## src/source/pipeCtrl_macros.svh

```systemverilog
`ifndef PIPECTRL_MACROS_SVH
`define PIPECTRL_MACROS_SVH

// width of an architectural register number
`define REG_BITS 4

// r15 is the program counter
`define PC_REG 15

// fetch queue entries
`define QUEUE_DEPTH 4

`endif

```

## src/source/pipeCtrlPkg.sv

```systemverilog
`include "pipeCtrl_macros.svh"

package pipeCtrlPkg;

  // register number as carried through the pipe
  typedef logic [`REG_BITS-1:0] regIdxT;

  // execute operand source
  typedef enum logic [1:0] {
    fwdNone  = 2'd0,
    fwdFromW = 2'd1,
    fwdFromM = 2'd2
  } fwdSelT;

  // pc mux select on an exception
  typedef enum logic [1:0] {
    vecNormal = 2'd0,
    vecUndef  = 2'd1,
    vecData   = 2'd2
  } vecSelT;

  // one bit per cause, prefetch abort in the msb
  typedef struct packed {
    logic prefetchAbort;
    logic dataAbort;
    logic irq;
    logic fiq;
    logic undefInstr;
    logic swi;
  } excCauseT;

endpackage

```

## src/source/fetchQueue.sv

```systemverilog
`include "pipeCtrl_macros.svh"

module fetchQueue import pipeCtrlPkg::*; #(
  parameter int depth = `QUEUE_DEPTH
) (
  input  logic   clk,
  input  logic   rst,
  input  logic   push,
  input  logic   pop,
  input  logic   clear,
  input  regIdxT inSrc1,
  input  regIdxT inSrc2,
  input  regIdxT inDest,
  input  logic   inRegWrite,
  input  logic   inMemToReg,
  output regIdxT outSrc1,
  output regIdxT outSrc2,
  output regIdxT outDest,
  output logic   outRegWrite,
  output logic   outMemToReg,
  output logic   empty,
  output logic   full
);

  localparam int ptrBits = (depth > 1) ? $clog2(depth) : 1;
  localparam int cntBits = $clog2(depth + 1);

  // one stored descriptor
  typedef struct packed {
    regIdxT src1;
    regIdxT src2;
    regIdxT dest;
    logic   regWrite;
    logic   memToReg;
  } entryT;

  entryT              mem [depth];
  logic [ptrBits-1:0] rdPtr;
  logic [ptrBits-1:0] wrPtr;
  logic [cntBits-1:0] count;
  logic               doPush;
  logic               doPop;

  assign empty = (count == '0);
  assign full  = (count == cntBits'(depth));

  // a push while full only goes in when the head leaves on the same edge
  assign doPush = push & (~full | pop);
  assign doPop  = pop & ~empty;

  // head descriptor, meaningful only while not empty
  assign outSrc1     = mem[rdPtr].src1;
  assign outSrc2     = mem[rdPtr].src2;
  assign outDest     = mem[rdPtr].dest;
  assign outRegWrite = mem[rdPtr].regWrite;
  assign outMemToReg = mem[rdPtr].memToReg;

  // storage, written in place
  always_ff @(posedge clk) begin
    if (doPush) begin
      mem[wrPtr] <= '{inSrc1, inSrc2, inDest, inRegWrite, inMemToReg};
    end
  end

  // pointers and occupancy
  always_ff @(posedge clk) begin
    if (rst || clear) begin
      // redirect drops everything, including a push on the same edge
      rdPtr <= '0;
      wrPtr <= '0;
      count <= '0;
    end else begin
      if (doPush) begin
        wrPtr <= (wrPtr == ptrBits'(depth - 1)) ? '0 : wrPtr + 1'b1;
      end
      if (doPop) begin
        rdPtr <= (rdPtr == ptrBits'(depth - 1)) ? '0 : rdPtr + 1'b1;
      end
      case ({doPush, doPop})
        2'b10:   count <= count + 1'b1;
        2'b01:   count <= count - 1'b1;
        default: count <= count;
      endcase
    end
  end

endmodule

```

## src/source/hazard.sv

```systemverilog
module hazard import pipeCtrlPkg::*; (
  input  logic     match1EM,
  input  logic     match1EW,
  input  logic     match2EM,
  input  logic     match2EW,
  input  logic     match1DE,
  input  logic     match2DE,
  input  logic     regWriteM,
  input  logic     regWriteW,
  input  logic     memToRegE,
  input  logic     pcWrPendingF,
  input  logic     pcSrcW,
  input  logic     dStall,
  input  logic     iStall,
  input  logic     branchTakenE,
  input  excCauseT exc,
  output fwdSelT   forwardAE,
  output fwdSelT   forwardBE,
  output logic     stallF,
  output logic     stallD,
  output logic     stallE,
  output logic     stallM,
  output logic     stallW,
  output logic     flushD,
  output logic     flushE,
  output logic     flushW,
  output vecSelT   pcInSelect
);

  logic match12DE;
  logic ldrStallD;
  logic cacheStall;

  // memory stage result is the newer one so it wins
  always_comb begin
    if (match1EM && regWriteM) begin
      forwardAE = fwdFromM;
    end else if (match1EW && regWriteW) begin
      forwardAE = fwdFromW;
    end else begin
      forwardAE = fwdNone;
    end

    if (match2EM && regWriteM) begin
      forwardBE = fwdFromM;
    end else if (match2EW && regWriteW) begin
      forwardBE = fwdFromW;
    end else begin
      forwardBE = fwdNone;
    end
  end

  // load result not ready until memory, so hold decode one cycle
  assign match12DE = match1DE | match2DE;
  assign ldrStallD = match12DE & memToRegE;

  // either cache miss freezes the back of the pipe
  assign cacheStall = dStall | iStall;

  assign stallD = ldrStallD | cacheStall;
  // fetch also waits while a pc write is in flight
  assign stallF = stallD | pcWrPendingF;
  assign stallE = cacheStall;
  assign stallM = cacheStall;
  assign stallW = cacheStall;
  assign flushW = cacheStall;

  // bubble into execute behind a load, wrong-path squash on branch
  assign flushE = ldrStallD | branchTakenE;
  assign flushD = pcWrPendingF | pcSrcW | branchTakenE | iStall;

  // exception vector, prefetch abort checked first
  always_comb begin
    if (exc.prefetchAbort) begin
      pcInSelect = vecNormal;
    end else if (exc.dataAbort) begin
      pcInSelect = vecData;
    end else if (exc.irq || exc.fiq) begin
      pcInSelect = vecNormal;
    end else if (exc.undefInstr || exc.swi) begin
      pcInSelect = vecUndef;
    end else begin
      pcInSelect = vecNormal;
    end
  end

endmodule

```

## src/source/pipeCtrlTop.sv

```systemverilog
module pipeCtrlTop import pipeCtrlPkg::*; (
  input  logic     clk,
  input  logic     rst,
  input  logic     fetchValid,
  input  regIdxT   fetchSrc1,
  input  regIdxT   fetchSrc2,
  input  regIdxT   fetchDest,
  input  logic     fetchRegWrite,
  input  logic     fetchMemToReg,
  input  logic     dStall,
  input  logic     iStall,
  input  logic     branchTakenE,
  input  excCauseT exc,
  output logic     queueFull,
  output fwdSelT   forwardAE,
  output fwdSelT   forwardBE,
  output logic     stallF,
  output logic     stallD,
  output logic     flushD,
  output logic     flushE,
  output vecSelT   pcInSelect,
  output logic     retireValid,
  output regIdxT   retireDest
);

  // queue head
  regIdxT headSrc1;
  regIdxT headSrc2;
  regIdxT headDest;
  logic   headRegWrite;
  logic   headMemToReg;
  logic   queueEmpty;
  logic   queuePop;
  logic   popQueue;
  logic   redirect;

  // tracker conditions
  logic match1EM;
  logic match1EW;
  logic match2EM;
  logic match2EW;
  logic match1DE;
  logic match2DE;
  logic regWriteM;
  logic regWriteW;
  logic memToRegE;
  logic pcWrPendingF;
  logic pcSrcW;

  // stage controls that stay inside
  logic stallE;
  logic stallM;
  logic stallW;
  logic flushW;

  // fetch held means no pop, and a redirect empties the queue
  assign popQueue = queuePop & ~stallF;
  assign redirect = branchTakenE | pcSrcW;

  fetchQueue uQueue (
    .clk(clk), .rst(rst), .push(fetchValid), .pop(popQueue), .clear(redirect),
    .inSrc1(fetchSrc1), .inSrc2(fetchSrc2), .inDest(fetchDest),
    .inRegWrite(fetchRegWrite), .inMemToReg(fetchMemToReg),
    .outSrc1(headSrc1), .outSrc2(headSrc2), .outDest(headDest),
    .outRegWrite(headRegWrite), .outMemToReg(headMemToReg),
    .empty(queueEmpty), .full(queueFull)
  );

  stageTracker uTracker (
    .clk(clk), .rst(rst), .queueEmpty(queueEmpty),
    .headSrc1(headSrc1), .headSrc2(headSrc2), .headDest(headDest),
    .headRegWrite(headRegWrite), .headMemToReg(headMemToReg),
    .stallD(stallD), .stallE(stallE), .stallM(stallM), .stallW(stallW),
    .flushD(flushD), .flushE(flushE), .flushW(flushW), .queuePop(queuePop),
    .match1EM(match1EM), .match1EW(match1EW), .match2EM(match2EM), .match2EW(match2EW),
    .match1DE(match1DE), .match2DE(match2DE), .regWriteM(regWriteM),
    .regWriteW(regWriteW), .memToRegE(memToRegE), .pcWrPendingF(pcWrPendingF),
    .pcSrcW(pcSrcW), .retireValid(retireValid), .retireDest(retireDest)
  );

  hazard uHazard (
    .match1EM(match1EM), .match1EW(match1EW), .match2EM(match2EM), .match2EW(match2EW),
    .match1DE(match1DE), .match2DE(match2DE), .regWriteM(regWriteM),
    .regWriteW(regWriteW), .memToRegE(memToRegE), .pcWrPendingF(pcWrPendingF),
    .pcSrcW(pcSrcW), .dStall(dStall), .iStall(iStall), .branchTakenE(branchTakenE),
    .exc(exc), .forwardAE(forwardAE), .forwardBE(forwardBE), .stallF(stallF),
    .stallD(stallD), .stallE(stallE), .stallM(stallM), .stallW(stallW),
    .flushD(flushD), .flushE(flushE), .flushW(flushW), .pcInSelect(pcInSelect)
  );

endmodule

```

## src/source/stageTracker.sv

```systemverilog
`include "pipeCtrl_macros.svh"

module stageTracker import pipeCtrlPkg::*; (
  input  logic   clk,
  input  logic   rst,
  input  logic   queueEmpty,
  input  regIdxT headSrc1,
  input  regIdxT headSrc2,
  input  regIdxT headDest,
  input  logic   headRegWrite,
  input  logic   headMemToReg,
  input  logic   stallD,
  input  logic   stallE,
  input  logic   stallM,
  input  logic   stallW,
  input  logic   flushD,
  input  logic   flushE,
  input  logic   flushW,
  output logic   queuePop,
  output logic   match1EM,
  output logic   match1EW,
  output logic   match2EM,
  output logic   match2EW,
  output logic   match1DE,
  output logic   match2DE,
  output logic   regWriteM,
  output logic   regWriteW,
  output logic   memToRegE,
  output logic   pcWrPendingF,
  output logic   pcSrcW,
  output logic   retireValid,
  output regIdxT retireDest
);

  // what each stage remembers about its instruction
  typedef struct packed {
    logic   valid;
    regIdxT src1;
    regIdxT src2;
    regIdxT dest;
    logic   regWrite;
    logic   memToReg;
  } stageT;

  localparam stageT bubble = '0;
  localparam regIdxT pcReg = regIdxT'(`PC_REG);

  stageT stD;
  stageT stE;
  stageT stM;
  stageT stW;
  stageT nextD;
  stageT nextE;
  stageT nextM;
  stageT nextW;
  stageT head;

  // decode takes the head whenever it is free to move
  assign queuePop = ~stallD & ~queueEmpty;
  assign head     = '{1'b1, headSrc1, headSrc2, headDest, headRegWrite, headMemToReg};

  // stage movement
  // flush beats stall, and a stage behind a stalled one gets a bubble
  always_comb begin
    if (flushD) begin
      nextD = bubble;
    end else if (stallD) begin
      nextD = stD;
    end else if (queuePop) begin
      nextD = head;
    end else begin
      // nothing queued
      nextD = bubble;
    end

    if (flushE) begin
      nextE = bubble;
    end else if (stallE) begin
      nextE = stE;
    end else if (stallD) begin
      nextE = bubble;
    end else begin
      nextE = stD;
    end

    // memory stage has no flush of its own
    if (stallM) begin
      nextM = stM;
    end else if (stallE) begin
      nextM = bubble;
    end else begin
      nextM = stE;
    end

    if (flushW) begin
      nextW = bubble;
    end else if (stallW) begin
      nextW = stW;
    end else if (stallM) begin
      nextW = bubble;
    end else begin
      nextW = stM;
    end
  end

  always_ff @(posedge clk) begin
    if (rst) begin
      stD <= bubble;
      stE <= bubble;
      stM <= bubble;
      stW <= bubble;
    end else begin
      stD <= nextD;
      stE <= nextE;
      stM <= nextM;
      stW <= nextW;
    end
  end

  // source of the earlier stage against dest of the later, later must be live
  assign match1EM = stM.valid & (stE.src1 == stM.dest);
  assign match1EW = stW.valid & (stE.src1 == stW.dest);
  assign match2EM = stM.valid & (stE.src2 == stM.dest);
  assign match2EW = stW.valid & (stE.src2 == stW.dest);
  assign match1DE = stE.valid & (stD.src1 == stE.dest);
  assign match2DE = stE.valid & (stD.src2 == stE.dest);

  // qualified control bits for the hazard unit
  assign regWriteM = stM.valid & stM.regWrite;
  assign regWriteW = stW.valid & stW.regWrite;
  assign memToRegE = stE.valid & stE.memToReg;

  // any pc write still in flight before writeback
  assign pcWrPendingF = (stD.valid & stD.regWrite & (stD.dest == pcReg))
                      | (stE.valid & stE.regWrite & (stE.dest == pcReg))
                      | (stM.valid & stM.regWrite & (stM.dest == pcReg));

  // pc write landing this cycle
  assign pcSrcW = stW.valid & stW.regWrite & (stW.dest == pcReg);

  assign retireValid = stW.valid;
  assign retireDest  = stW.dest;

endmodule

```

## config.mk

```make
export PLATFORM = sky130hd
export DESIGN_NAME = pipeCtrlTop
export DESIGN_NICKNAME = d
export VERILOG_FILES = /design/src/source/pipeCtrlPkg.sv /design/src/source/fetchQueue.sv /design/src/source/hazard.sv /design/src/source/pipeCtrlTop.sv /design/src/source/stageTracker.sv
export VERILOG_INCLUDE_DIRS = /design/src /design/src/source
export SDC_FILE = /design/constraint.sdc
export NUM_CORES = 1
export LEC_CHECK = 0
export BUFFER_PORTS_ARGS = -buffer_cell sky130_fd_sc_hd__clkbuf_2
export CAP_MARGIN = 30
export CORE_MARGIN = 8
export CORE_UTILIZATION = 45
export DETAILED_ROUTE_END_ITERATION = 8
export PLACE_DENSITY = 0.65
export SYNTH_ARGS = -nofsm -noshare
export SYNTH_HDL_FRONTEND = slang
export SYNTH_SLANG_ARGS = --single-unit
```

## constraint.sdc

```tcl
create_clock -name clk -period 5 [get_ports clk]
set_input_delay 0.75 -clock clk [delete_from_list [all_inputs] [get_ports clk]]
set_output_delay 0.75 -clock clk [all_outputs]
set_load 0.01 [all_outputs]
```

==> impl_metrics.json <==
{
  "grt_usage_pct": 13.5,
  "gp_congestion": 0.736,
  "ant_nets": 0,
  "hpwl_um": 5860,
  "path_max_fanout": 19,
  "synth_cells": 371,
  "diodes": 0,
  "grt_max_degree": 41,
  "areaGrowthSynthToFinish_pct": 11.5,
  "post-cts-setup-buffers": 0,
  "critPathCapture": "uQueue.count[2]$_SDFFE_PP0P_",
  "holdPathStages": 2,
  "die_height_um": 116,
  "pre_cts_slack_ps": 1760,
  "multi_input_area_um2": 1650,
  "die-area_um2": 13500,
  "r2r_end": "uQueue.count[2]$_SDFFE_PP0P_",
  "leakagePower_uw": 0.00173,
  "drt_wl_total_um": 8570,
  "path_buf_inv": 1,
  "synth_edf_count": 56,
  "ys_ff_latch": 107,
  "skew_ps": 13.5,
  "cts.path.max_buffers": 2,
  "relSlewSlack_pct": 53.7,
  "num_rows": 36,
  "n_fill_cell": 884,
  "pwr-share-clk_pct": 33.9,
  "worstSetupPathType": "register to register",
  "min_period_ps": 2920,
  "gr-total-overflow": 0,
  "viasPerCell": 5.21,
  "insertion_delay_ps": 380,
  "cts_hold_buffers": 0,
  "dominantRegCellSynth": "edfxtp_1",
  "fin_ws_ps": 2080,
  "yosys_warnings": 0,
  "p_sw_uw": 383,
  "critPathMaxStageDelay_ps": 560,
  "hold_violations": 0,
  "fmax_mhz": 342,
  "start_util_pct": 46.2,
  "antenna_found_initial": 0,
  "maxCapViolCount": 0,
  "cts_root_buffer": "clkbuf_8",
  "rrSetupSlack_ps": 2080,
  "p_int_uw": 1170,
  "clk_pin_slew_ps": 110,
  "drt_pass1_iterations": 5,
  "ctsHtreeMaxLevel": 3,
  "required_ps": 5270,
  "netlist_area_um2": 4520,
  "cts_tree": "built",
  "drtIter0Drc": 96,
  "path_depth": 11,
  "power_frac_seq_pct": 60.8,
  "cts_buffers": 9,
  "wl_per_cell_um": 15.8,
  "fin_total_pwr_uw": 1560,
  "grt_pass1_wl_um": 14000,
  "grt_pass1_vias": 2847,
  "pin_count": 42,
  "ff2ff_path_depth": 11,
  "avgSynthCellArea_um2": 12.2,
  "core_area_um2": 9770,
  "cp.arrival_ps": 3190,
  "crit_chain": "xor2_1 -> nor4_1 -> o211a_4 -> o32a_4 -> ha_1 -> inv_1 -> fa_1 -> xor2_1 -> nor2_1 -> xnor2_1 -> nor2_1",
  "critical_path.slowest_cell": "nor4_1",
  "max-vdd-ir-drop_mv": 0.192,
  "drv_slew": 0,
  "min_path_type": "register to register",
  "layout.nets": 436,
  "final_layout_size_suffix_gt1_share_pct": 22.3,
  "cts_resized": 0,
  "period_share_pct": 58.4,
  "setup_violations": 0,
  "cp_top_family": "simple AND/OR/NAND/NOR gates",
  "rsz0062_at_grt": "no",
  "post-route-cell-area_um2": 5030,
  "mappedNetlistNets": 404,
  "clock-sinks": 107,
  "switching_share_pct": 24.6,
  "powerDensity_nw_per_um2": 309,
  "postPlaceCellArea_um2": 4790,
  "yosysSeqAreaShare_pct": 59.8,
  "num_vias": 2819,
  "setup_tns_ps": 0,
  "async_flop_share_pct": 0,
  "tightest_slew_ps": 694,
  "ys_types": 39,
  "die_x_um": 116,
  "place.port_buffers": 41,
  "status": "complete, no violations",
  "start_kind": "register",
  "combPwrFrac_pct": 5.3,
  "rr_startpoint": "uTracker.stE[4]$_SDFFE_PP0N_",
  "regArea_um2": 2700,
  "end_kind": "register",
  "crit_start": "uTracker.stE[4]$_SDFFE_PP0N_",
  "drc": 0
}
==> synth_stat cells, types with 2 or more instances <==
cell	count	area [µm²]
and2_1	6	37.5
o21ai_0	14	70.1
clkbuf_2	2	10.0
xor2_1	14	123
o31ai_1	2	15.0
clkbuf_1	13	48.8
nand4_1	18	113
buf_6	2	22.5
nor2b_1	5	31.3
buf_4	5	37.5
xnor2_1	13	114
a21oi_2	6	52.6
inv_1	6	22.5
nor4_1	6	37.5
nor2_1	14	52.6
nor3_1	5	25.0
nand2_1	36	135
buf_2	4	20.0
or3_1	5	31.3
mux4_2	14	315
ha_1	6	75.1
dfxtp_1	51	1020
nand3_1	21	105
edfxtp_1	56	1680
a21oi_1	33	165
==> sequential cells by signal (all words and copies together), names as in the netlist, named ones only <==
name and count:
uQueue.mem 56, uTracker.retireValid 1, uQueue.rdPtr 2, uTracker.stD 15
uTracker.stW 1, uQueue.count 3, uTracker.retireDest 4, uTracker.stM 6
uTracker.stE 15, uQueue.wrPtr 2
==> worst min-delay path by stage <==
stage / end / slack (ps) / startpoint
floorplan: uTracker.stM[1]$_SDFFE_PP0N_ / 440 / uTracker.stM[1]$_SDFFE_PP0N_
global placement: uTracker.stM[14]$_SDFFE_PP0N_ / 460 / uTracker.stM[14]$_SDFFE_PP0N_
detailed placement: uTracker.stM[1]$_SDFFE_PP0N_ / 470 / uTracker.stM[1]$_SDFFE_PP0N_
CTS: uTracker.stM[1]$_SDFFE_PP0N_ / 480 / uTracker.stM[1]$_SDFFE_PP0N_
global route: uTracker.stM[1]$_SDFFE_PP0N_ / 510 / uTracker.stM[1]$_SDFFE_PP0N_
finish: uTracker.stM[14]$_SDFFE_PP0N_ / 480 / uTracker.stM[14]$_SDFFE_PP0N_
==> power by group through the flow <==
stage                     registers, µW  clock network, µW  logic [µW]
after floorplan                     965                  0        54.8
after global placement              966                  0        80.2
after detailed placement            968                  0        82.4
after CTS                           948                546        82.7
after global routing                948                576        91.8
final                               947                527        82.9
==> cell usage in the layout, fill, tap and decap left out, types with 9 or more instances in the layout <==
cell type	count
nand2_1	36
a21oi_1	33
nor2_1	13
nand4_1	18
clkbuf_8	9
dfxtp_1	51
xnor2_1	13
clkbuf_2	41
xor2_1	14
o21ai_0	14
nand3_1	21
mux4_2	14
edfxtp_1	56
==> cell type report <==
class | instances | area share [%]
clock inverters | 7 | 1.79
flip-flops and latches | 107 | 53.7
inverters | 6 | 0.447
clock buffers | 9 | 2.46
multi-input cells | 231 | 32.8
well taps | 133 | 3.31
repair buffers | 48 | 5.52
==> worst register-to-register path: stages, from the launching register on <==
cell,delay (ps)
dfxtp_1,440
xor2_1,90
nor4_1,560
o211a_4,370
o32a_4,260
ha_1,190
inv_1,60
fa_1,380
xor2_1,160
nor2_1,120
xnor2_1,130
nor2_1,50
==> cells by family after synthesis <==
| kind of cell | after synthesis | synth area share, % |
|---|---|---|
| simple gates | 121 | 13.4 |
| flops | 107 | 59.8 |
| compound gates | 60 | 8.23 |
| buf+inv | 33 | 3.66 |
| xor+xnor | 27 | 5.24 |
| mux | 16 | 7.53 |
| fa+ha+maj | 7 | 2.11 |
==> per-layer routing <==
layer  global-route usage [%]  up-vias  part of all wire [%]
met2                     23.4       53                    51
met5                        0        -                     0
met1                     15.6     1342                    43
met3                     3.31       10                   4.5
met4                     5.45        0                   1.5
li1                         -     1414                     -
==> through the flow <==
step | util (%) | hold WS, ps | cells
6_report | 51.5 | 481 | 541
5_1_grt | 51.5 | 509 | 541
4_1_cts | 51.2 | 484 | 540
3_5_place_dp | 49.0 | 469 | 524
3_3_place_gp | 49.0 | 458 | 524
2_1_floorplan | - | 445 | 371
No activity file was read; power rests on OpenSTA's default activity.
